`src/vdp_pkg.sv`:
```
package vdp_pkg;

  // data path and address width
  localparam int word_width_gp = 64;

  // the default operand buffer depth must be a power of two
  localparam int vec_els_gp = 8;

  // byte stride between consecutive vector elements
  localparam int word_bytes_gp = 8;

  localparam int csr_addr_width_gp = 4;

  // addresses missing from the register map read zero
  typedef enum logic [csr_addr_width_gp-1:0] {
    e_csr_a_ptr   = 4'd0,
    e_csr_b_ptr   = 4'd1,
    e_csr_len     = 4'd2,
    e_csr_start   = 4'd3,
    e_csr_status  = 4'd4,
    e_csr_res_ptr = 4'd5
  } csr_idx_e;

  // sequencer states
  typedef enum logic [3:0] {
    e_idle,
    e_clear,
    e_req_a,
    e_wait_a,
    e_req_b,
    e_wait_b,
    e_sum,
    e_wb,
    e_wait_wb,
    e_done
  } vdp_state_e;

endpackage

```
`src/vdp_vector_buf.sv`:
```
module vdp_vector_buf #(
  parameter  int vec_els_p    = vdp_pkg::vec_els_gp,
  localparam int cnt_width_lp = $clog2(vec_els_p + 1)
) (
  input  logic                                             clk_i,
  input  logic                                             reset_i,
  input  logic                                             clear_i,
  input  logic                                             wr_a_i,
  input  logic                                             wr_b_i,
  input  logic [vdp_pkg::word_width_gp-1:0]                data_i,
  output logic [vec_els_p-1:0][vdp_pkg::word_width_gp-1:0] vec_a_o,
  output logic [vec_els_p-1:0][vdp_pkg::word_width_gp-1:0] vec_b_o,
  output logic [cnt_width_lp-1:0]                          cnt_a_o,
  output logic [cnt_width_lp-1:0]                          cnt_b_o
);
  import vdp_pkg::*;

  localparam int idx_width_lp = $clog2(vec_els_p);

  logic [1:0] wr;

  // bank 0 holds operand a, bank 1 operand b
  assign wr = {wr_b_i, wr_a_i};

  for (genvar g = 0; g < 2; g++) begin : g_bank
    logic [vec_els_p-1:0][word_width_gp-1:0] data_r;
    logic [cnt_width_lp-1:0] cnt_r;

    always_ff @(posedge clk_i) begin
      if (reset_i || clear_i) begin
        cnt_r <= '0;
      end else if (wr[g]) begin
        cnt_r <= cnt_r + 1'b1;
      end
    end

    // zeroed on clear so unused elements add nothing to the sum
    always_ff @(posedge clk_i) begin
      if (clear_i) begin
        data_r <= '0;
      end else if (wr[g]) begin
        data_r[cnt_r[idx_width_lp-1:0]] <= data_i;
      end
    end
  end

  assign vec_a_o = g_bank[0].data_r;
  assign vec_b_o = g_bank[1].data_r;
  assign cnt_a_o = g_bank[0].cnt_r;
  assign cnt_b_o = g_bank[1].cnt_r;

endmodule
```
`config.mk`:
```
export PLATFORM = sky130hd
export DESIGN_NAME = vdp_vector_buf
export DESIGN_NICKNAME = d
export VERILOG_FILES = /design/src/vdp_pkg.sv /design/src/vdp_vector_buf.sv
export SDC_FILE = /design/constraint.sdc
export NUM_CORES = 2
export LEC_CHECK = 0
export ABC_AREA = 1
export BUFFER_PORTS_ARGS = -buffer_cell sky130_fd_sc_hd__clkbuf_2
export CAP_MARGIN = 20
export CORE_AREA = 2 2 428 430
export CTS_BUF_LIST = sky130_fd_sc_hd__clkbuf_16
export DETAILED_ROUTE_END_ITERATION = 10
export DIE_AREA = 0 0 430 432
export HOLD_SLACK_MARGIN = 0.15
export PLACE_DENSITY = 0.54
export SETUP_SLACK_MARGIN = 0.05
export SLEW_MARGIN = 20
export SYNTH_ARGS = -nofsm -noshare
export SYNTH_HDL_FRONTEND = slang
export SYNTH_SLANG_ARGS = --single-unit
export TNS_END_PERCENT = 100
```
`constraint.sdc`:
```
create_clock -name clk_i -period 1.5 [get_ports clk_i]
set_clock_uncertainty 0.15 [all_clocks]
set_input_delay 0.3 -clock clk_i [delete_from_list [all_inputs] [get_ports clk_i]]
set_output_delay 0.3 -clock clk_i [all_outputs]
set_load 0.01 [all_outputs]
```
After elaboration in Yosys (flattened, before gate mapping) --
Cells that the tools add are included.
Storage, ports and cells: flip-flop bits (word level) 1032, logic and storage cells 33, input port bits 69
Operators by class: add/subtract/negate cells 2, magnitude comparators 4, muxes and demuxes 6, reductions and logical operators 3
Operators with widths (count):
- bitwise mux 512 bit | 2
- demux 64 bit (select 3 bit) | 2
- two-way mux 64 bit | 2
- adder 4 x 1 -> 4 bit (second input constant) | 2
- < comparator 3 x 4 -> 1 bit (second input constant) | 2
- greater-or-equal comparator 3 x 1 -> 1 bit (second input constant) | 2
- logical AND 1 bit | 2
- logical OR 1 bit | 1

Logic depth before layout (Yosys ltp) --
depth in word-level cells 5, depth in mapped cells 7, depth with buffers taken out 5

Least setup slack after synthesis --
Ideal clock, no wire load.
kind register -> register, from reg g_bank[0].cnt_r[1], in the netlist cnt_a_o[1], to reg g_bank[0].data_r, in the netlist vec_a_o[235], setup time 0.113 ns, path buffers 2, clock period less this slack 1.563 ns, slack -0.063 ns, cell stages (with the launch flop) 8, data arrival time 1.301 ns, cells stage by stage dfxtp_1 -> inv_1 -> nor2_1 -> buf_2 -> buf_1 -> nand3_1 -> nand2_1 -> nor2_1
Between the ends: longest elaborated chain between the ends 5, elaborated cells on any way between the ends 6
RTL lines:
- start, declared | RTL line vdp_vector_buf.sv:27 | logic [cnt_width_lp-1:0] cnt_r;
- start signal, assigned | RTL line vdp_vector_buf.sv:33 | cnt_r <= cnt_r + 1'b1;
- < comparator 3 x 4 -> 1 bit (not written as such) / greater-or-equal comparator 3 x 1 -> 1 bit (equally long branches) | RTL line vdp_vector_buf.sv:42 | data_r[cnt_r[idx_width_lp-1:0]] <= data_i;
- logical AND 1 bit (not written as such) | RTL line vdp_vector_buf.sv:42
- two-way mux 64 bit (not written as such) | RTL line vdp_vector_buf.sv:42
- demux 64 bit (select 3 bit) (*) | RTL line vdp_vector_buf.sv:42
- bitwise mux 512 bit (*) | RTL line vdp_vector_buf.sv:42
- end signal, assigned by index | RTL line vdp_vector_buf.sv:42
- end, declared | RTL line vdp_vector_buf.sv:26 | logic [vec_els_p-1:0][word_width_gp-1:0] data_r;
Every way passes the cells marked *; elsewhere a longest branch is shown, timed or not. A chain may end at the register's enable or synchronous reset.

Worst setup path after layout --
from reg g_bank[1].cnt_r[2], in the netlist cnt_b_o[2], to reg g_bank[1].data_r, in the netlist vec_b_o[321]
Between the ends: longest elaborated chain between the ends 5, elaborated cells on any way between the ends 6
RTL lines (RTL line):
- start, declared | vdp_vector_buf.sv:27
- start signal, assigned | vdp_vector_buf.sv:33
- < comparator 3 x 4 -> 1 bit (not written as such) / greater-or-equal comparator 3 x 1 -> 1 bit (equally long branches) | vdp_vector_buf.sv:42
- logical AND 1 bit (not written as such) | vdp_vector_buf.sv:42
- two-way mux 64 bit (not written as such) | vdp_vector_buf.sv:42
- demux 64 bit (select 3 bit) (*) | vdp_vector_buf.sv:42
- bitwise mux 512 bit (*) | vdp_vector_buf.sv:42
- end signal, assigned by index | vdp_vector_buf.sv:42
- end, declared | vdp_vector_buf.sv:26
Marked as above.

==> metrics <==
Post-Syn Nets 5823; Routed Antenna Nets 0; Mapped Avg Cell Area roughly 6.9 µm²; # rows between 150 and 200; sequential fraction of the synthesis area 0.5169; DIE WIDTH roughly 430 µm; pwr dens between 900 and 1000 nW/µm²; Crit path required time around 2 ns; Hold Path Stages 2; Area Overhead vs Synth 66.32%; max-cap violations 0; hold path endpoint vec_b_o[427]; Finished Layout Cells 9702; critical path data arrival time between 2 and 2.5 ns; Highest Clock Rate between 500 and 600 MHz; critical path class reg2reg; synthesis-stage register bit count 1032; outcome finished, violations left; DRT iter0 DRCs 4265; Filler Cells Inserted 18510; R2R Path End vec_b_o[321]; Clock Latency Late Sink 0.76 ns; average vias per placed instance between 4 and 5; worst reg2reg setup slack -0.35 ns; clock tree buffer depth 3; final setup fails around 2100; I/O Pins approximately 1100; first-pass GRT wire length slightly below 300000 µm; # placed instances 9186; clock root buffer clkbuf_16; Slew Limit Fails 0; Worst Tran Pin Value between 0.6 and 0.7 ns; YS warnings 0; hold path start vec_b_o[427]; CP endpoint kind flip-flop; final worst setup slack -0.3550 ns; First-pass DRT Iterations 6; Peak VDD IR ~0.0010 V; RSZ-0062 raised after global routing yes; hold crit path type reg2reg; FF-to-FF Start cnt_b_o[2]; Final #Nets around 7300; Routed WL per cell between 20 and 25 µm; clock transition at the registers of the reported paths roughly 0.060 ns; Die ar. about 190000 µm²; number of port buffers 1100; CTS tree done; TritonCTS Buffers between 100 and 150; H-tree depth 3; initial antenna violation count 18; Final min period around 1.9 ns; Worst Reg-to-Reg Cells 12; Synth cell types 16; Syn Inst Count 5752; layout cells sized above 1 0.4371; total negative setup slack -374.71 ns; largest net degree at the start of global routing 63; Final Cycle Share 1.237; DRC errors left 0; Post-DP HPWL ~140000 µm; Crit Path Max Fanout 7; initial core utilization 0.2200; Lkg Pwr between 20 and 30 nW; violated checks negative setup slack; vias 45050; Multi-input gate area roughly 18000 µm²; vias in the first global route a little over 40000; Slew HR 0.5861; Core Box Area roughly 180000 µm²; Placer Congestion between 0.8 and 0.9; Global Route Usage Sum 0.2192; final hold vios 0; die height 432 µm; grt ovf 0; Post-Syn Area 39970 µm²; register area 22050 µm²; total power ~64 mW; Post-Route WL 227300 µm; clk sinks roughly 1000; Critical Path Source Type flip-flop; crit path from cnt_b_o[2]
stage by stage:
| step | utilization | hold WS (ns) | setup WS [ns] | area [µm²] |
|---|---|---|---|---|
| 6_report | 0.3659 | 0.3075 | -0.3550 | 66480 |
| 5_1_grt | 0.3658 | 0.3240 | -0.3960 | 66480 |
| 4_1_cts | 0.3480 | 0.2352 | -0.4197 | 63230 |
| 3_5_place_dp | 0.2854 | 0.3202 | -0.3205 | 51860 |
| 3_3_place_gp | 0.2854 | 0.3127 | -0.3110 | 51860 |
| 2_1_floorplan | - | 0.3058 | 0.03127 | 40000 |
cell usage after synthesis:
cell / number / area, µm²
nand2_1: 1168 / 4384
inv_1: 75 / 281.5
a21oi_1: 6 / 30.03
nor2_2: 4 / 25.02
buf_4: 1 / 7.510
buf_2: 262 / 1311
dfxtp_1: 1032 / 20660
nand2_2: 4 / 25.02
inv_2: 3 / 11.26
clkbuf_1: 148 / 555.5
o21ai_0: 2 / 10.01
buf_1: 72 / 270.3
nor2_4: 12 / 135.1
nand3_1: 898 / 4494
ha_1: 2 / 25.02
nor2_1: 2063 / 7744
repair_timing:
action                     in CTS  in global routing
hold endpoints to repair     1032                  5
hold buffers                   69                  1
resized for setup            1759                345
setup buffers                  87                 67
gates cloned                   37                 48
setup endpoints to repair    2052               2064
pin swaps                      39                119
worst max-delay path: stages (launching register included):
cell,delay [ns]
dfxtp_4,0.36
buf_6,0.11
buf_6,0.10
inv_4,0.04
buf_6,0.11
nor2_4,0.12
buf_12,0.14
buf_12,0.15
buf_8,0.12
clkbuf_16,0.15
nand3_1,0.07
nand2_1,0.07
nor2_1,0.04
worst max-delay path by stage:
stage                        end
floorplan            vec_a_o[37]
global placement    vec_b_o[137]
detailed placement  vec_b_o[137]
CTS                   cnt_a_o[0]
global route        vec_a_o[249]
finish              vec_b_o[321]
metal layers:
metal	part of all wire	wire length, µm	vias up	GRT usage
li1	-	-	20850	-
met1	0.38	87310	21420	0.2592
met4	0.062	14140	2	0.1206
met5	0.000057	13	-	0
met3	0.076	17360	571	0.04848
met2	0.48	108500	2210	0.3677
sequential cells by signal, summed over array words and instances, names as in the netlist:
signal,flops
cnt_a_o,4
cnt_b_o,4
vec_b_o,512
vec_a_o,512
final cells by class:
class	count	area share
Sequential cell	1032	0.3316
Antenna cell	3	0.0001129
Inverter	78	0.005289
Clock buffer	116	0.04366
Multi-Input combinational cell	4159	0.2709
Clock inverter	95	0.01022
Tap cell	2385	0.04489
Timing Repair Buffer	1834	0.2933
power by group:
| part | switching, mW | total, mW | internal [mW] |
|---|---|---|---|
| clock network | 12.7 | 27.8 | 15.1 |
| registers | 0.397 | 28.4 | 28.0 |
| logic | 4.68 | 7.90 | 3.21 |
cell families (layout without fill, tap and decap cells):
| group | after synthesis | in the layout | synth area share |
|---|---|---|---|
| AOI/OAI and AO/OA | 8 | 8 | 0.001002 |
| adders and majority gates | 2 | 2 | 0.0006260 |
| buffers and inverters | 561 | 2123 | 0.06098 |
| DFF | 1032 | 1032 | 0.5169 |
| other | 0 | 3 | 0 |
| and+or+nand+nor | 4149 | 4149 | 0.4205 |
cell usage in the layout, fill, tap and decap left out, types with 2 or more instances in the layout:
master / synthesis / routed
a21oi_1: 6 / 6
buf_12: 0 / 211
buf_16: 0 / 51
buf_4: 1 / 261
buf_6: 0 / 66
buf_8: 0 / 40
bufbuf_16: 0 / 4
bufinv_16: 0 / 6
clkbuf_16: 0 / 157
clkbuf_2: 0 / 719
clkbuf_8: 0 / 372
clkinv_1: 0 / 32
clkinv_16: 0 / 2
clkinv_2: 0 / 19
clkinvlp_4: 0 / 8
dfxtp_2: 0 / 994
dfxtp_4: 0 / 38
diode_2: 0 / 3
dlygate4sd3_1: 0 / 69
ha_1: 2 / 2
inv_1: 75 / 88
inv_16: 0 / 2
inv_4: 0 / 4
inv_6: 0 / 6
inv_8: 0 / 2
nand2_1: 1168 / 1137
nand2_2: 4 / 25
nand2_4: 0 / 8
nand2_8: 0 / 2
nand3_1: 898 / 755
nand3_2: 0 / 131
nand3_4: 0 / 12
nor2_1: 2063 / 2026
nor2_2: 4 / 22
nor2_4: 12 / 31
o21ai_0: 2 / 2
No activity file was read; power rests on OpenSTA's default activity.
