File: config.mk
export PLATFORM = sky130hd
export DESIGN_NAME = vdp_ctrl
export DESIGN_NICKNAME = d
export VERILOG_FILES = /design/src/vdp_pkg.sv /design/src/vdp_ctrl.sv
export SDC_FILE = /design/constraint.sdc
export NUM_CORES = 1
export LEC_CHECK = 0
export BUFFER_PORTS_ARGS = -buffer_cell sky130_fd_sc_hd__buf_2
export CAP_MARGIN = 10
export CORE_AREA = 2 2 234 236
export CTS_BUF_LIST = sky130_fd_sc_hd__clkbuf_8
export CTS_CLUSTER_SIZE = 20
export DETAILED_ROUTE_END_ITERATION = 10
export DIE_AREA = 0 0 236 238
export HOLD_SLACK_MARGIN = 0.05
export SYNTH_ARGS = -nofsm -noshare
export SYNTH_HDL_FRONTEND = slang
export SYNTH_SLANG_ARGS = --single-unit
export TNS_END_PERCENT = 100
File: constraint.sdc
create_clock -name clk_i -period 2.75 [get_ports clk_i]
set_input_delay 0.275 -clock clk_i [delete_from_list [all_inputs] [get_ports clk_i]]
set_output_delay 0.275 -clock clk_i [all_outputs]
set_load 0.1 [all_outputs]
File: src/vdp_pkg.sv
package vdp_pkg;

  // data path and address width
  localparam int word_width_gp = 64;

  // the default operand buffer depth must be a power of two
  localparam int vec_els_gp = 8;

  // byte stride between consecutive vector elements
  localparam int word_bytes_gp = 8;

  localparam int csr_addr_width_gp = 4;

  // addresses missing from the register map read zero
  typedef enum logic [csr_addr_width_gp-1:0] {
    e_csr_a_ptr   = 4'd0,
    e_csr_b_ptr   = 4'd1,
    e_csr_len     = 4'd2,
    e_csr_start   = 4'd3,
    e_csr_status  = 4'd4,
    e_csr_res_ptr = 4'd5
  } csr_idx_e;

  // sequencer states
  typedef enum logic [3:0] {
    e_idle,
    e_clear,
    e_req_a,
    e_wait_a,
    e_req_b,
    e_wait_b,
    e_sum,
    e_wb,
    e_wait_wb,
    e_done
  } vdp_state_e;

endpackage

File: src/vdp_ctrl.sv
module vdp_ctrl #(
  parameter  int vec_els_p    = vdp_pkg::vec_els_gp,
  localparam int cnt_width_lp = $clog2(vec_els_p + 1)
) (
  input  logic                              clk_i,
  input  logic                              reset_i,

  input  logic                              start_i,
  input  logic [vdp_pkg::word_width_gp-1:0] a_ptr_i,
  input  logic [vdp_pkg::word_width_gp-1:0] b_ptr_i,
  input  logic [vdp_pkg::word_width_gp-1:0] len_i,
  input  logic [vdp_pkg::word_width_gp-1:0] res_ptr_i,
  input  logic [cnt_width_lp-1:0]           cnt_a_i,
  input  logic [cnt_width_lp-1:0]           cnt_b_i,
  input  logic [vdp_pkg::word_width_gp-1:0] dot_i,

  output logic                              mem_req_v_o,
  output logic                              mem_we_o,
  output logic [vdp_pkg::word_width_gp-1:0] mem_addr_o,
  output logic [vdp_pkg::word_width_gp-1:0] mem_wdata_o,
  input  logic                              mem_resp_v_i,
  input  logic [vdp_pkg::word_width_gp-1:0] mem_rdata_i,

  output logic                              buf_clear_o,
  output logic                              buf_wr_a_o,
  output logic                              buf_wr_b_o,
  output logic [vdp_pkg::word_width_gp-1:0] buf_data_o,
  output logic                              done_o,
  output logic                              idle_o
);
  import vdp_pkg::*;

  vdp_state_e state_r, state_n;
  logic sum_wait_r;
  logic a_full, b_full;
  logic [word_width_gp-1:0] a_addr, b_addr;

  // a vector is complete at the programmed length or when its buffer is full
  assign a_full = (cnt_a_i == cnt_width_lp'(vec_els_p)) || (word_width_gp'(cnt_a_i) >= len_i);
  assign b_full = (cnt_b_i == cnt_width_lp'(vec_els_p)) || (word_width_gp'(cnt_b_i) >= len_i);

  assign a_addr = a_ptr_i + word_width_gp'(cnt_a_i) * word_width_gp'(word_bytes_gp);
  assign b_addr = b_ptr_i + word_width_gp'(cnt_b_i) * word_width_gp'(word_bytes_gp);

  always_comb begin
    state_n     = state_r;
    mem_req_v_o = 1'b0;
    mem_we_o    = 1'b0;
    mem_addr_o  = a_addr;
    buf_clear_o = 1'b0;
    buf_wr_a_o  = 1'b0;
    buf_wr_b_o  = 1'b0;
    unique case (state_r)
      e_idle: begin
        if (start_i) begin
          state_n = e_clear;
        end
      end
      e_clear: begin
        buf_clear_o = 1'b1;
        state_n     = e_req_a;
      end
      e_req_a: begin
        if (a_full) begin
          state_n = e_req_b;
        end else begin
          mem_req_v_o = 1'b1;
          state_n     = e_wait_a;
        end
      end
      e_wait_a: begin
        if (mem_resp_v_i) begin
          buf_wr_a_o = 1'b1;
          state_n    = e_req_a;
        end
      end
      e_req_b: begin
        mem_addr_o = b_addr;
        if (b_full) begin
          state_n = e_sum;
        end else begin
          mem_req_v_o = 1'b1;
          state_n     = e_wait_b;
        end
      end
      e_wait_b: begin
        mem_addr_o = b_addr;
        if (mem_resp_v_i) begin
          buf_wr_b_o = 1'b1;
          state_n    = e_req_b;
        end
      end
      // two cycles for the product and sum stages of the dot unit
      e_sum: begin
        if (sum_wait_r) begin
          state_n = e_wb;
        end
      end
      e_wb: begin
        mem_req_v_o = 1'b1;
        mem_we_o    = 1'b1;
        mem_addr_o  = res_ptr_i;
        state_n     = e_wait_wb;
      end
      e_wait_wb: begin
        mem_addr_o = res_ptr_i;
        if (mem_resp_v_i) begin
          state_n = e_done;
        end
      end
      e_done: begin
        state_n = e_idle;
      end
      default: begin
        state_n = e_idle;
      end
    endcase
  end

  always_ff @(posedge clk_i) begin
    if (reset_i) begin
      state_r    <= e_idle;
      sum_wait_r <= 1'b0;
    end else begin
      state_r    <= state_n;
      sum_wait_r <= (state_r == e_sum) && !sum_wait_r;
    end
  end

  assign mem_wdata_o = dot_i;
  assign buf_data_o  = mem_rdata_i;
  assign done_o      = (state_r == e_done);
  assign idle_o      = (state_r == e_idle);

endmodule

Yosys cells after proc, flatten, opt, wreduce, memory -nomap -nowiden
Cells that the tools add are included.
{"block": "classes", "n_addsub": 2, "n_mux": 17, "order_cmp": 2, "eq_ne": 16, "reduce_logical": 8, "mul": 0, "n_div": 0, "shift": 0, "bitwise": 0}
{"cell": "64-bit by 7-bit adder with 64-bit output", "n": 2}
{"cell": "4-bit by 64-bit >= comparator with 1-bit output", "n": 2}
{"cell": "64-bit one-hot mux with 2 select lines", "n": 1}
{"cell": "4-bit one-hot mux with 9 select lines", "n": 1}
{"cell": "4-bit 2-to-1 mux", "n": 5}
{"cell": "4-bit by 3-bit equality test with 1-bit output (second input constant)", "n": 4}
{"cell": "4-bit equality test (second input constant)", "n": 4}
{"cell": "2-bit != test (second input constant)", "n": 5}
{"cell": "4-bit by 2-bit equality test with 1-bit output (second input constant)", "n": 2}
{"cell": "1-bit 2-to-1 mux", "n": 7}
{"cell": "5-bit AND reduction", "n": 1}
{"cell": "4-bit by 1-bit equality test with 1-bit output (second input constant)", "n": 1}
{"cell": "4-bit zero test", "n": 1}
{"cell": "2-bit OR reduction", "n": 2}
{"cell": "3-bit 2-to-1 mux", "n": 1}
{"cell": "1-bit one-hot mux with 3 select lines", "n": 1}
{"cell": "1-bit logical OR", "n": 2}
{"cell": "2-bit 2-to-1 mux", "n": 1}
{"cell": "1-bit logical AND", "n": 1}
{"cell": "1-bit zero test", "n": 1}
{"block": "word_totals", "ramBits": 0, "mem_count": 0, "output_inout_bits": 199, "mem_bits_ro": 0, "regBits": 5, "input_bits": 396, "latchBits": 0}

Logic depth before layout (Yosys ltp)
Gate-level depths: netlist of run 1.
{"block": "logic_depth", "depth_word": 4, "ltp_mapped": 10, "mapped_depth_nobuf": 9}

Least setup slack after synthesis of run 1
Ideal clock, no wire load.
{"block": "synth_path", "kind": "input to output", "startpoint": "in b_ptr_i[3] in the netlist's numbering", "endpoint": "out mem_addr_o[23] in the netlist's numbering", "t_arrival_ps": 4010, "setup_slack_ps": -1535, "cell_stages": 9, "path_cell_list": "ha_1 -> fa_1 -> a21oi_1 -> o21ai_1 -> and2_0 -> clkbuf_1 -> and4_1 -> xnor2_1 -> o21ai_0"}
{"block": "synth_between", "elab_chain_len": 2}
{"item": "from (decl)", "line_no": "vdp_ctrl.sv:10", "source": "input logic [vdp_pkg::word_width_gp-1:0] b_ptr_i,"}
{"item": "64-bit by 7-bit adder with 64-bit output", "line_no": "vdp_ctrl.sv:43", "source": "assign b_addr = b_ptr_i + word_width_gp'(cnt_b_i) * word_width_gp'(word_bytes_gp);"}
{"item": "64-bit one-hot mux with 2 select lines", "line_no": "vdp_ctrl.sv:53", "source": "unique case (state_r)"}
{"item": "to (decl)", "line_no": "vdp_ctrl.sv:19", "source": "output logic [vdp_pkg::word_width_gp-1:0] mem_addr_o,"}
Every way passes these cells.

Worst setup path in the final report of run 1
{"block": "layout_path", "startpoint": "in cnt_a_i[0]", "endpoint": "out mem_addr_o[55] in the netlist's numbering"}
{"block": "layout_between", "elab_chain_len": 2}
{"item": "from (decl)", "line_no": "vdp_ctrl.sv:13", "source": "input logic [cnt_width_lp-1:0] cnt_a_i,"}
{"item": "64-bit by 7-bit adder with 64-bit output", "line_no": "vdp_ctrl.sv:42", "source": "assign a_addr = a_ptr_i + word_width_gp'(cnt_a_i) * word_width_gp'(word_bytes_gp);"}
{"item": "64-bit one-hot mux with 2 select lines", "line_no": "vdp_ctrl.sv:53"}
Every way passes these cells.

==> results.sh, run 1 <==
export IMPL_run_status="finished, violations left"
export IMPL_violations="negative setup slack"
export IMPL_drc=0
export IMPL_hp_class="in -> reg"
export IMPL_start_util_pct=9.737
export IMPL_synth_area_top_cells="buf_4 (18%), xnor2_1 (12%), xor2_1 (6.1%), nand2_1 (5.9%), o221ai_1 (5.4%)"
export IMPL_crit_type="in -> out"
export IMPL_drt_antenna_violating_nets=0
export IMPL_rows=85
export IMPL_overflow=0
export IMPL_vias=7049
export IMPL_dp_cells=1771
export IMPL_die_area_sq_um=56170
export IMPL_grt_pass1_vias=6881
export IMPL_power_density_nw_per_um2=197.5
export IMPL_synth_cell_type_count=63
export IMPL_worst_endpoint_required_ns=2.48
export IMPL_synthDominantCellAreaShare_pct=18.45
export IMPL_final_setup_viol_count=15
export IMPL_io_pins=595
export IMPL_tightest_slew_ns=0.6594
export IMPL_die_x_microns=236
export IMPL_hold_slack_ns=0.2632
export IMPL_place_ws_ns=-0.3333
export IMPL_drive_gt1_share_pct=57.88
export IMPL_cts_reportedPaths_clkPinSlew_ns=0.03
export IMPL_hold_buffers=0
export IMPL_final_cell_mix="buf_2 (270), buf_4 (114), nand2_1 (80), buf_12 (68), xnor2_1 (55)"
export IMPL_area_delta_synth_final_pct=95.46
export IMPL_drv_slew=0
export IMPL_path_max_fanout=8
export IMPL_antenna_found_initial=34
export IMPL_cts_buffer_depth=2
export IMPL_numClockSinks=5
export IMPL_avgSynthCellArea_sq_um=6.678
export IMPL_clockRootBuffer="clkbuf_8"
export IMPL_synthCells=780
export IMPL_utilization_pct=19.03
export IMPL_numCtsBuffers=3
export IMPL_cts_tree="built"
export IMPL_clock_latency_ns=0.22
export IMPL_synth_seq_cells=5
export IMPL_ys_warn_count=0
export IMPL_fin_nets=1507
export IMPL_htree_levels=1
export IMPL_finalClockSkew_ns=0.0006767
export IMPL_hold_viol_final=0
export IMPL_drt_iter0_drc=395
export IMPL_final_common_cell="buf_2"
export IMPL_syn_nets=1194
export IMPL_via_per_inst=3.920
export IMPL_portBuffers=338
export IMPL_hpwl_microns=33080
export IMPL_synth_flop_cell="dfxtp_1"
export IMPL_rsz0062_at_grt="true"
export IMPL_ir_drop_mv=0.1031
export IMPL_end_kind="primary output"
export IMPL_syn_area_sq_um=5209
export IMPL_wl_per_cell_microns=21.09
export IMPL_seq_area_frac_synth_pct=1.922
export IMPL_critPathLaunchType="primary input"
export IMPL_maxCapViolations=0
export IMPL_fin_crit_sh_pct=104.6
export IMPL_finalSetupTns_ns=-0.7902
export IMPL_final_cells=1798
export IMPL_finalWorstPathRequiredPeriod_ns=2.876
export IMPL_drtPass1Iterations=5
export IMPL_slew_headroom_pct=55.42
export IMPL_total_leakage_power_nw=4.026
export IMPL_gp_congestion=0.8831
export IMPL_layout_setup_ws_ns=-0.1264
export IMPL_synthArstFlopShare_pct=0
export IMPL_die_h_microns=238
export IMPL_arrival_ns=2.60
export IMPL_yosysTopAreaCell="buf_4"
export IMPL_grt_start_max_net_pins=43
export IMPL_synth_edff_count=0
export IMPL_grtUsageTotal_pct=12.56
export IMPL_routed_wirelength_microns=37920
export IMPL_placeableCoreArea_sq_um=53500
export IMPL_max_freq_ghz=0.3477
export IMPL_grt_pass1_wl_microns=50760
area by class of cell:
| type | instances | area [sq um] |
|---|---|---|
| Clock buffer | 3 | 41.29 |
| Tap cell | 696 | 870.8 |
| Fill cell | 5985 | 43310 |
| Antenna cell | 10 | 25.02 |
| Multi-Input combinational cell | 582 | 5192 |
| Timing Repair Buffer | 471 | 3834 |
| Clock inverter | 1 | 3.754 |
| Inverter | 30 | 112.6 |
| Sequential cell | 5 | 101.3 |
power breakdown:
group	leakage [nW]	internal [mW]	switching, mW	total (mW)
registers	0.0413	0.0773	0.00618	0.0835
logic	3.96	0.704	1.09	1.79
clock network	0.0270	0.0957	0.0371	0.133
total	4.03	0.877	1.13	2.01
flip-flops by register name, summed over array words and instances (netlist names):
| signal | count |
|---|---|
| state_r | 4 |
| sum_wait_r | 1 |
through the flow:
stage	cell area (sq um)	total power, mW
2_1_floorplan	6032	1.922
3_3_place_gp	9394	1.823
3_5_place_dp	9394	1.828
4_1_cts	9697	1.988
5_1_grt	10160	2.113
6_report	10180	2.011
final timing paths:
kind                            startpoint              to  slack (ns)  depth (start not counted)
worst max-delay path            cnt_a_i[0]  mem_addr_o[55]       -0.13                         14
worst min-delay path               reset_i      state_r[3]        0.26                          2
worst max register to register  state_r[0]      state_r[0]        1.36                          5
worst min register to register  sum_wait_r      sum_wait_r        0.42                          1
kinds of logic (layout without fill, tap and decap cells):
| family | after synthesis | after routing | synth area share (%) |
|---|---|---|---|
| buffers and inverters | 193 | 505 | 23.23 |
| other | 0 | 10 | 0 |
| DFF | 5 | 5 | 1.922 |
| adders and majority gates | 18 | 18 | 4.612 |
| xor gates and xnor gates | 108 | 108 | 18.16 |
| and+or+nand+nor | 321 | 321 | 33.03 |
| AOI/OAI and AO/OA | 135 | 135 | 19.05 |
what timing repair did:
action / CTS / global route
buffers inserted: 3 / 11
setup endpoints to repair: 29 / 41
gates resized for setup: 41 / 65
pin swaps: 27 / 33
gates cloned: 0 / 1
layer usage:
metal | vias up | wire [microns] | global-route usage, % | share of wire, %
li1 | 3352 | - | - | -
met4 | 38 | 984 | 2.857 | 2.6
met5 | - | 231 | 0 | 0.61
met3 | 122 | 3990 | 5.460 | 11
met2 | 336 | 16570 | 19.44 | 44
met1 | 3201 | 16140 | 16.01 | 43
cells in the mapped netlist, types with 12 or more instances:
library cell,instances
buf_4,128
nand2_1,82
xnor2_1,72
nand3_1,41
nor2_1,39
nor3_1,39
xor2_1,36
o221ai_1,32
inv_1,30
o21ai_0,30
nand4_1,27
clkbuf_1,25
nor4_1,25
a22oi_1,22
ha_1,16
a21oi_1,12
critical path: stages:
cell and delay [ns]:
buf_8 0.08, ha_4 0.13, inv_2 0.03, fa_2 0.33, nand2b_4 0.17, a2111oi_4 0.28
buf_4 0.19, nand4_1 0.09, buf_6 0.17, buf_12 0.13, nor3_4 0.20, xnor2_2 0.13
o221ai_4 0.19, buf_12 0.21
Power figures use the tool's default switching activity.
==> run 2: changes to the inputs <==
Settings changed: CELL_PAD_IN_SITES_DETAIL_PLACEMENT set to 1, CELL_PAD_IN_SITES_GLOBAL_PLACEMENT set to 1, CORE_AREA 2 2 234 236 to 2 2 235 237, DIE_AREA 0 0 236 238 to 0 0 237 239, PLACE_DENSITY_LB_ADDON set to 0.1.
==> run 2 against run 1 <==
Global-route usage rose by 0.43 points. Register-to-register slack worse by 0.04 ns. Total power rose by 3.1%. The flow still finishes with violations (negative setup slack). Count of clock-buffer cells in the layout is the same. Via count down 1.4%. Largest cell class unchanged. Setup slack lost 0.017 ns.
==> results.sh, run 2 (synthesized netlist as in run 1, its figures left out) <==
export IMPL_worst_endpoint_required_ns=2.48
export IMPL_die_area_sq_um=56640
export IMPL_crit_type="in -> out"
export IMPL_maxCapViolations=0
export IMPL_violations="negative setup slack"
export IMPL_arrival_ns=2.62
export IMPL_end_kind="primary output"
export IMPL_largest_reg_flops=4
export IMPL_final_cell_mix="buf_2 (266), buf_4 (121), nand2_1 (78), buf_12 (71), xnor2_1 (55)"
export IMPL_rsz0062_at_grt="true"
export IMPL_portBuffers=338
export IMPL_slew_headroom_pct=64.63
export IMPL_hp_class="in -> reg"
export IMPL_grt_pass1_wl_microns=53500
export IMPL_area_delta_synth_final_pct=99.83
export IMPL_drv_slew=0
export IMPL_rows=86
export IMPL_startpoint="cnt_a_i[0]"
export IMPL_die_x_microns=237
export IMPL_final_setup_viol_count=16
export IMPL_largest_register="state_r"
export IMPL_hold_viol_final=0
export IMPL_htree_levels=1
export IMPL_grt_pass1_vias=7458
export IMPL_vias=6947
export IMPL_reg2reg_slack_ns=1.32
export IMPL_io_pins=595
export IMPL_max_freq_ghz=0.3457
export IMPL_antenna_found_initial=14
export IMPL_drtPass1Iterations=4
export IMPL_cts_reportedPaths_clkPinSlew_ns=0.04
export IMPL_via_per_inst=3.828
export IMPL_run_status="finished, violations left"
export IMPL_r2r_end="state_r[0]"
export IMPL_crit_reg2reg_launch="state_r[1]"
export IMPL_fin_crit_sh_pct=105.2
export IMPL_finalSetupTns_ns=-1.152
export IMPL_cts_tree="built"
export IMPL_hpwl_microns=33940
export IMPL_start_util_pct=9.586
export IMPL_finalClockSkew_ns=0.002978
export IMPL_worstRegToRegCells=6
export IMPL_wl_per_cell_microns=21.10
export IMPL_layout_setup_ws_ns=-0.1431
export IMPL_final_cells=1815
export IMPL_drc=0
export IMPL_tightest_slew_ns=0.5268
export IMPL_total_leakage_power_nw=4.058
export IMPL_clock_latency_ns=0.22
export IMPL_clockRootBuffer="clkbuf_8"
export IMPL_die_h_microns=239
export IMPL_path_max_fanout=5
export IMPL_numCtsBuffers=3
export IMPL_finalWorstPathRequiredPeriod_ns=2.893
export IMPL_cts_buffer_depth=2
export IMPL_fin_nets=1521
export IMPL_reg_top3="state_r: 4 flops, sum_wait_r: 1 flops"
export IMPL_gp_congestion=0.7601
export IMPL_routed_wirelength_microns=38290
export IMPL_critPathLaunchType="primary input"
export IMPL_drt_iter0_drc=214
export IMPL_power_density_nw_per_um2=199.1
export IMPL_grtUsageTotal_pct=12.99
export IMPL_overflow=0
export IMPL_ir_drop_mv=0.1037
export IMPL_placeableCoreArea_sq_um=54340
export IMPL_drt_antenna_violating_nets=0
export IMPL_final_common_cell="buf_2"
export IMPL_drive_gt1_share_pct=60.04
export IMPL_hold_buffers=0
export IMPL_dp_cells=1793
export IMPL_grt_start_max_net_pins=38
export IMPL_numClockSinks=5
export IMPL_crit_path_end="mem_addr_o[59]"
## run 2: cell types whose count changed in the layout (fill, tap and decap cells not counted), sizes merged
cell	delta
diode	-5
buf	+14
## run 2: worst min-delay path by stage
stage                          start    endpoint  slack, ns  cells past startpoint
after global routing         reset_i  state_r[3]       0.29                      2
final                        reset_i  state_r[3]       0.28                      2
after global placement    sum_wait_r  sum_wait_r       0.41                      1
after floorplan              reset_i  state_r[3]       0.34                      1
after CTS                    reset_i  state_r[3]       0.27                      2
after detailed placement  sum_wait_r  sum_wait_r       0.42                      1
## run 2: worst max-delay path: stages
cell,delay [ns]
buf_8,0.08
ha_4,0.13
inv_2,0.04
fa_2,0.38
nand2b_4,0.18
a2111oi_4,0.27
buf_4,0.17
nand4_1,0.12
buf_4,0.18
buf_12,0.14
nor3_4,0.14
xnor2_2,0.10
o221ai_4,0.20
buf_12,0.20
## run 2: power by group
group          switching, mW  internal [mW]
sequential           0.00341         0.0773
clock                 0.0395         0.0960
combinational           1.13          0.731
## run 2: layout make-up
cell class,instances,area [sq um]
multi-input cells,582,5274
inverters,30,112.6
well taps,704,880.8
diodes,5,12.51
clock inverters,1,3.754
fillers,6429,43930
repair buffers,485,3983
flip-flops and latches,5,101.3
clock buffers,3,41.29
## run 2: metal layers
layer | vias to the layer above | track usage (%) | part of all wire [%]
met1 | 3304 | 17.02 | 45
met2 | 228 | 22.26 | 48
met3 | 48 | 2.159 | 4.6
li1 | 3363 | - | -
met4 | 4 | 2.819 | 1.7
met5 | - | 0 | 0.060
## run 2: repair_timing
| action | CTS | global route |
|---|---|---|
| cloned | 1 | 0 |
| setup endpoints to repair | 39 | 48 |
| pin swaps | 51 | 46 |
| resized for setup | 64 | 80 |
| setup buffers | 6 | 12 |
## run 2: metrics by stage
step	setup WS [ns]	power (mW)	area [sq um]	utilization, %	hold WS [ns]
2_1_floorplan	-0.7483	1.922	6032	-	0.3392
3_3_place_gp	-0.3938	1.884	9534	17.55	0.4133
3_5_place_dp	-0.3752	1.883	9534	17.55	0.4154
4_1_cts	-0.2002	2.054	9917	18.25	0.2680
5_1_grt	-0.2496	2.188	10410	19.16	0.2853
6_report	-0.1431	2.073	10410	19.16	0.2757
==> run 3: changes to the inputs <==
Settings changed: BUFFER_PORTS_ARGS -buffer_cell sky130_fd_sc_hd__buf_2 to not set, CORE_AREA 2 2 235 237 to 2 2 233 235, DIE_AREA 0 0 237 239 to 0 0 235 237, DONT_BUFFER_PORTS set to 1.
==> run 3 against run 2 <==
The run still ends with negative setup slack left. Total power shrank 17%. Flip-flop and latch count did not move. Setup slack improved by 0.037 ns. Count of clock-buffer cells in the layout is the same. Clock skew is essentially flat. Final area down 20%. Clock power about the same. Utilization decreased by 3.5 points. Register-to-register slack got worse by 0.10 ns. Worst hold slack got worse by 0.16 ns. Cell count shrank 18%. Non-clock buffer count shrank 316.
==> results.sh, run 3 (synthesized netlist as in run 1, its figures left out) <==
export IMPL_worstRegToRegCells=6
export IMPL_fin_crit_sh_pct=103.9
export IMPL_final_cells=1488
export IMPL_die_x_microns=235
export IMPL_start_util_pct=9.776
export IMPL_max_freq_ghz=0.3501
export IMPL_via_per_inst=3.887
export IMPL_drtPass1Iterations=4
export IMPL_crit_reg2reg_launch="state_r[1]"
export IMPL_arrival_ns=2.58
export IMPL_antenna_found_initial=4
export IMPL_slew_headroom_pct=51.78
export IMPL_drv_slew=0
export IMPL_numClockSinks=5
export IMPL_end_kind="primary output"
export IMPL_gp_congestion=0.7432
export IMPL_cts_buffer_depth=2
export IMPL_finalSetupTns_ns=-0.5260
export IMPL_place_ws_ns=-0.2508
export IMPL_hold_slack_ns=0.1149
export IMPL_top_layer_used="met5"
export IMPL_critPathMaxStageDelay_ns=0.35
export IMPL_reg2reg_slack_ns=1.22
export IMPL_total_leakage_power_nw=2.671
export IMPL_routed_wirelength_microns=35080
export IMPL_die_h_microns=237
export IMPL_worst_endpoint_required_ns=2.48
export IMPL_wl_met1_microns=15030
export IMPL_drt_iter0_drc=199
export IMPL_htree_levels=1
export IMPL_rsz0062_at_grt="true"
export IMPL_clock_latency_ns=0.22
export IMPL_overflow=0
export IMPL_violations="negative setup slack"
export IMPL_wl_per_cell_microns=23.57
export IMPL_p_total_mw=1.714
export IMPL_hp_class="in -> reg"
export IMPL_crit_type="in -> out"
export IMPL_critPathLaunchType="primary input"
export IMPL_dpl_cell_area_sq_um=7986
export IMPL_grt_start_max_net_pins=41
export IMPL_final_common_cell="buf_4"
export IMPL_drive_gt1_share_pct=38.73
export IMPL_grtUsageTotal_pct=12.15
export IMPL_crit_chain="ha_4, inv_2, fa_2, nand2b_4, a2111oi_4, buf_4, nand4_1, buf_6, or3_1, a21oi_1, a221o_2, buf_12"
export IMPL_cp_slowest_cell="fa_2"
export IMPL_fin_nets=1205
export IMPL_utilization_pct=15.63
export IMPL_clockRootBuffer="clkbuf_8"
export IMPL_finalWorstPathRequiredPeriod_ns=2.856
export IMPL_finalClockSkew_ns=0.002716
export IMPL_placeableCoreArea_sq_um=53280
export IMPL_reg_top3="state_r: 4 flops, sum_wait_r: 1 flops"
export IMPL_hold_depth=1
export IMPL_dr_wl_met2_microns=16810
export IMPL_tightest_slew_ns=0.7205
export IMPL_cts_tree="built"
export IMPL_n_fill_cell=6227
export IMPL_run_status="finished, violations left"
export IMPL_io_pins=595
export IMPL_rows=85
export IMPL_hpwl_microns=31460
export IMPL_vias=5784
export IMPL_min_to="state_r[3]"
export IMPL_portBuffers=0
export IMPL_final_cell_mix="buf_4 (96), nand2_1 (80), buf_12 (67), xnor2_1 (60), nand3_1 (39)"
export IMPL_layout_setup_ws_ns=-0.1064
export IMPL_min_from="reset_i"
export IMPL_largest_register="state_r"
export IMPL_dp_cells=1478
export IMPL_final_area_sq_um=8330
export IMPL_grt_pass1_wl_microns=49570
export IMPL_numCtsBuffers=3
export IMPL_wl_met3_microns=2599
export IMPL_largest_reg_flops=4
export IMPL_drc=0
export IMPL_cts_reportedPaths_clkPinSlew_ns=0.04
export IMPL_r2r_end="state_r[0]"
export IMPL_hold_viol_final=0
export IMPL_ir_drop_mv=0.07823
export IMPL_path_max_fanout=10
export IMPL_power_density_nw_per_um2=205.8
export IMPL_maxCapViolations=0
export IMPL_drt_antenna_violating_nets=0
export IMPL_area_delta_synth_final_pct=59.93
export IMPL_grt_pass1_vias=6424
export IMPL_final_setup_viol_count=10
export IMPL_die_area_sq_um=55700
[run 3: area by class of cell]
class,instances,area (sq um),share of cell area [%]
Inverter,30,112.6,1.352
Multi-Input combinational cell,582,5036,60.45
Tap cell,696,870.8,10.45
Sequential cell,5,101.3,1.217
Clock inverter,1,3.754,0.04506
Antenna cell,2,5.005,0.06008
Clock buffer,3,41.29,0.4956
Timing Repair Buffer,169,2160,25.92
[run 3: worst max path at each step]
stage / start / endpoint
4_1_cts: a_ptr_i[3] / mem_addr_o[51]
6_report: a_ptr_i[3] / mem_addr_o[51]
3_3_place_gp: a_ptr_i[3] / mem_addr_o[41]
3_5_place_dp: a_ptr_i[3] / mem_addr_o[41]
5_1_grt: a_ptr_i[3] / mem_addr_o[51]
2_1_floorplan: b_ptr_i[4] / mem_addr_o[58]
[run 3: report_power, final]
group	total [mW]	internal [mW]	leakage, nW	switching [mW]
Clock	0.134	0.0959	0.0269	0.0384
Combinational	1.50	0.558	2.60	0.938
Sequential	0.0838	0.0773	0.0413	0.00656
[run 3: critical path, delay by kind of cell]
kind | cells | cell delay (ns)
compound gates | 3 | 0.62
simple gates | 3 | 0.61
buf+inv | 4 | 0.58
fa+ha+maj | 2 | 0.47
[run 3: timing repair]
action / CTS / global route
setup buffers: 0 / 5
cloned: 0 / 0
gates resized for setup: 16 / 30
hold buffers: 0 / 0
endpoints found under the hold margin: 0 / 0
pin swaps: 5 / 14
endpoints found under the setup margin: 29 / 28
[run 3: routing by layer]
metal,up-vias,GRT usage (%)
met5,-,0
met4,4,2.167
met3,58,3.626
met2,204,20.60
met1,2789,15.30
li1,2729,-
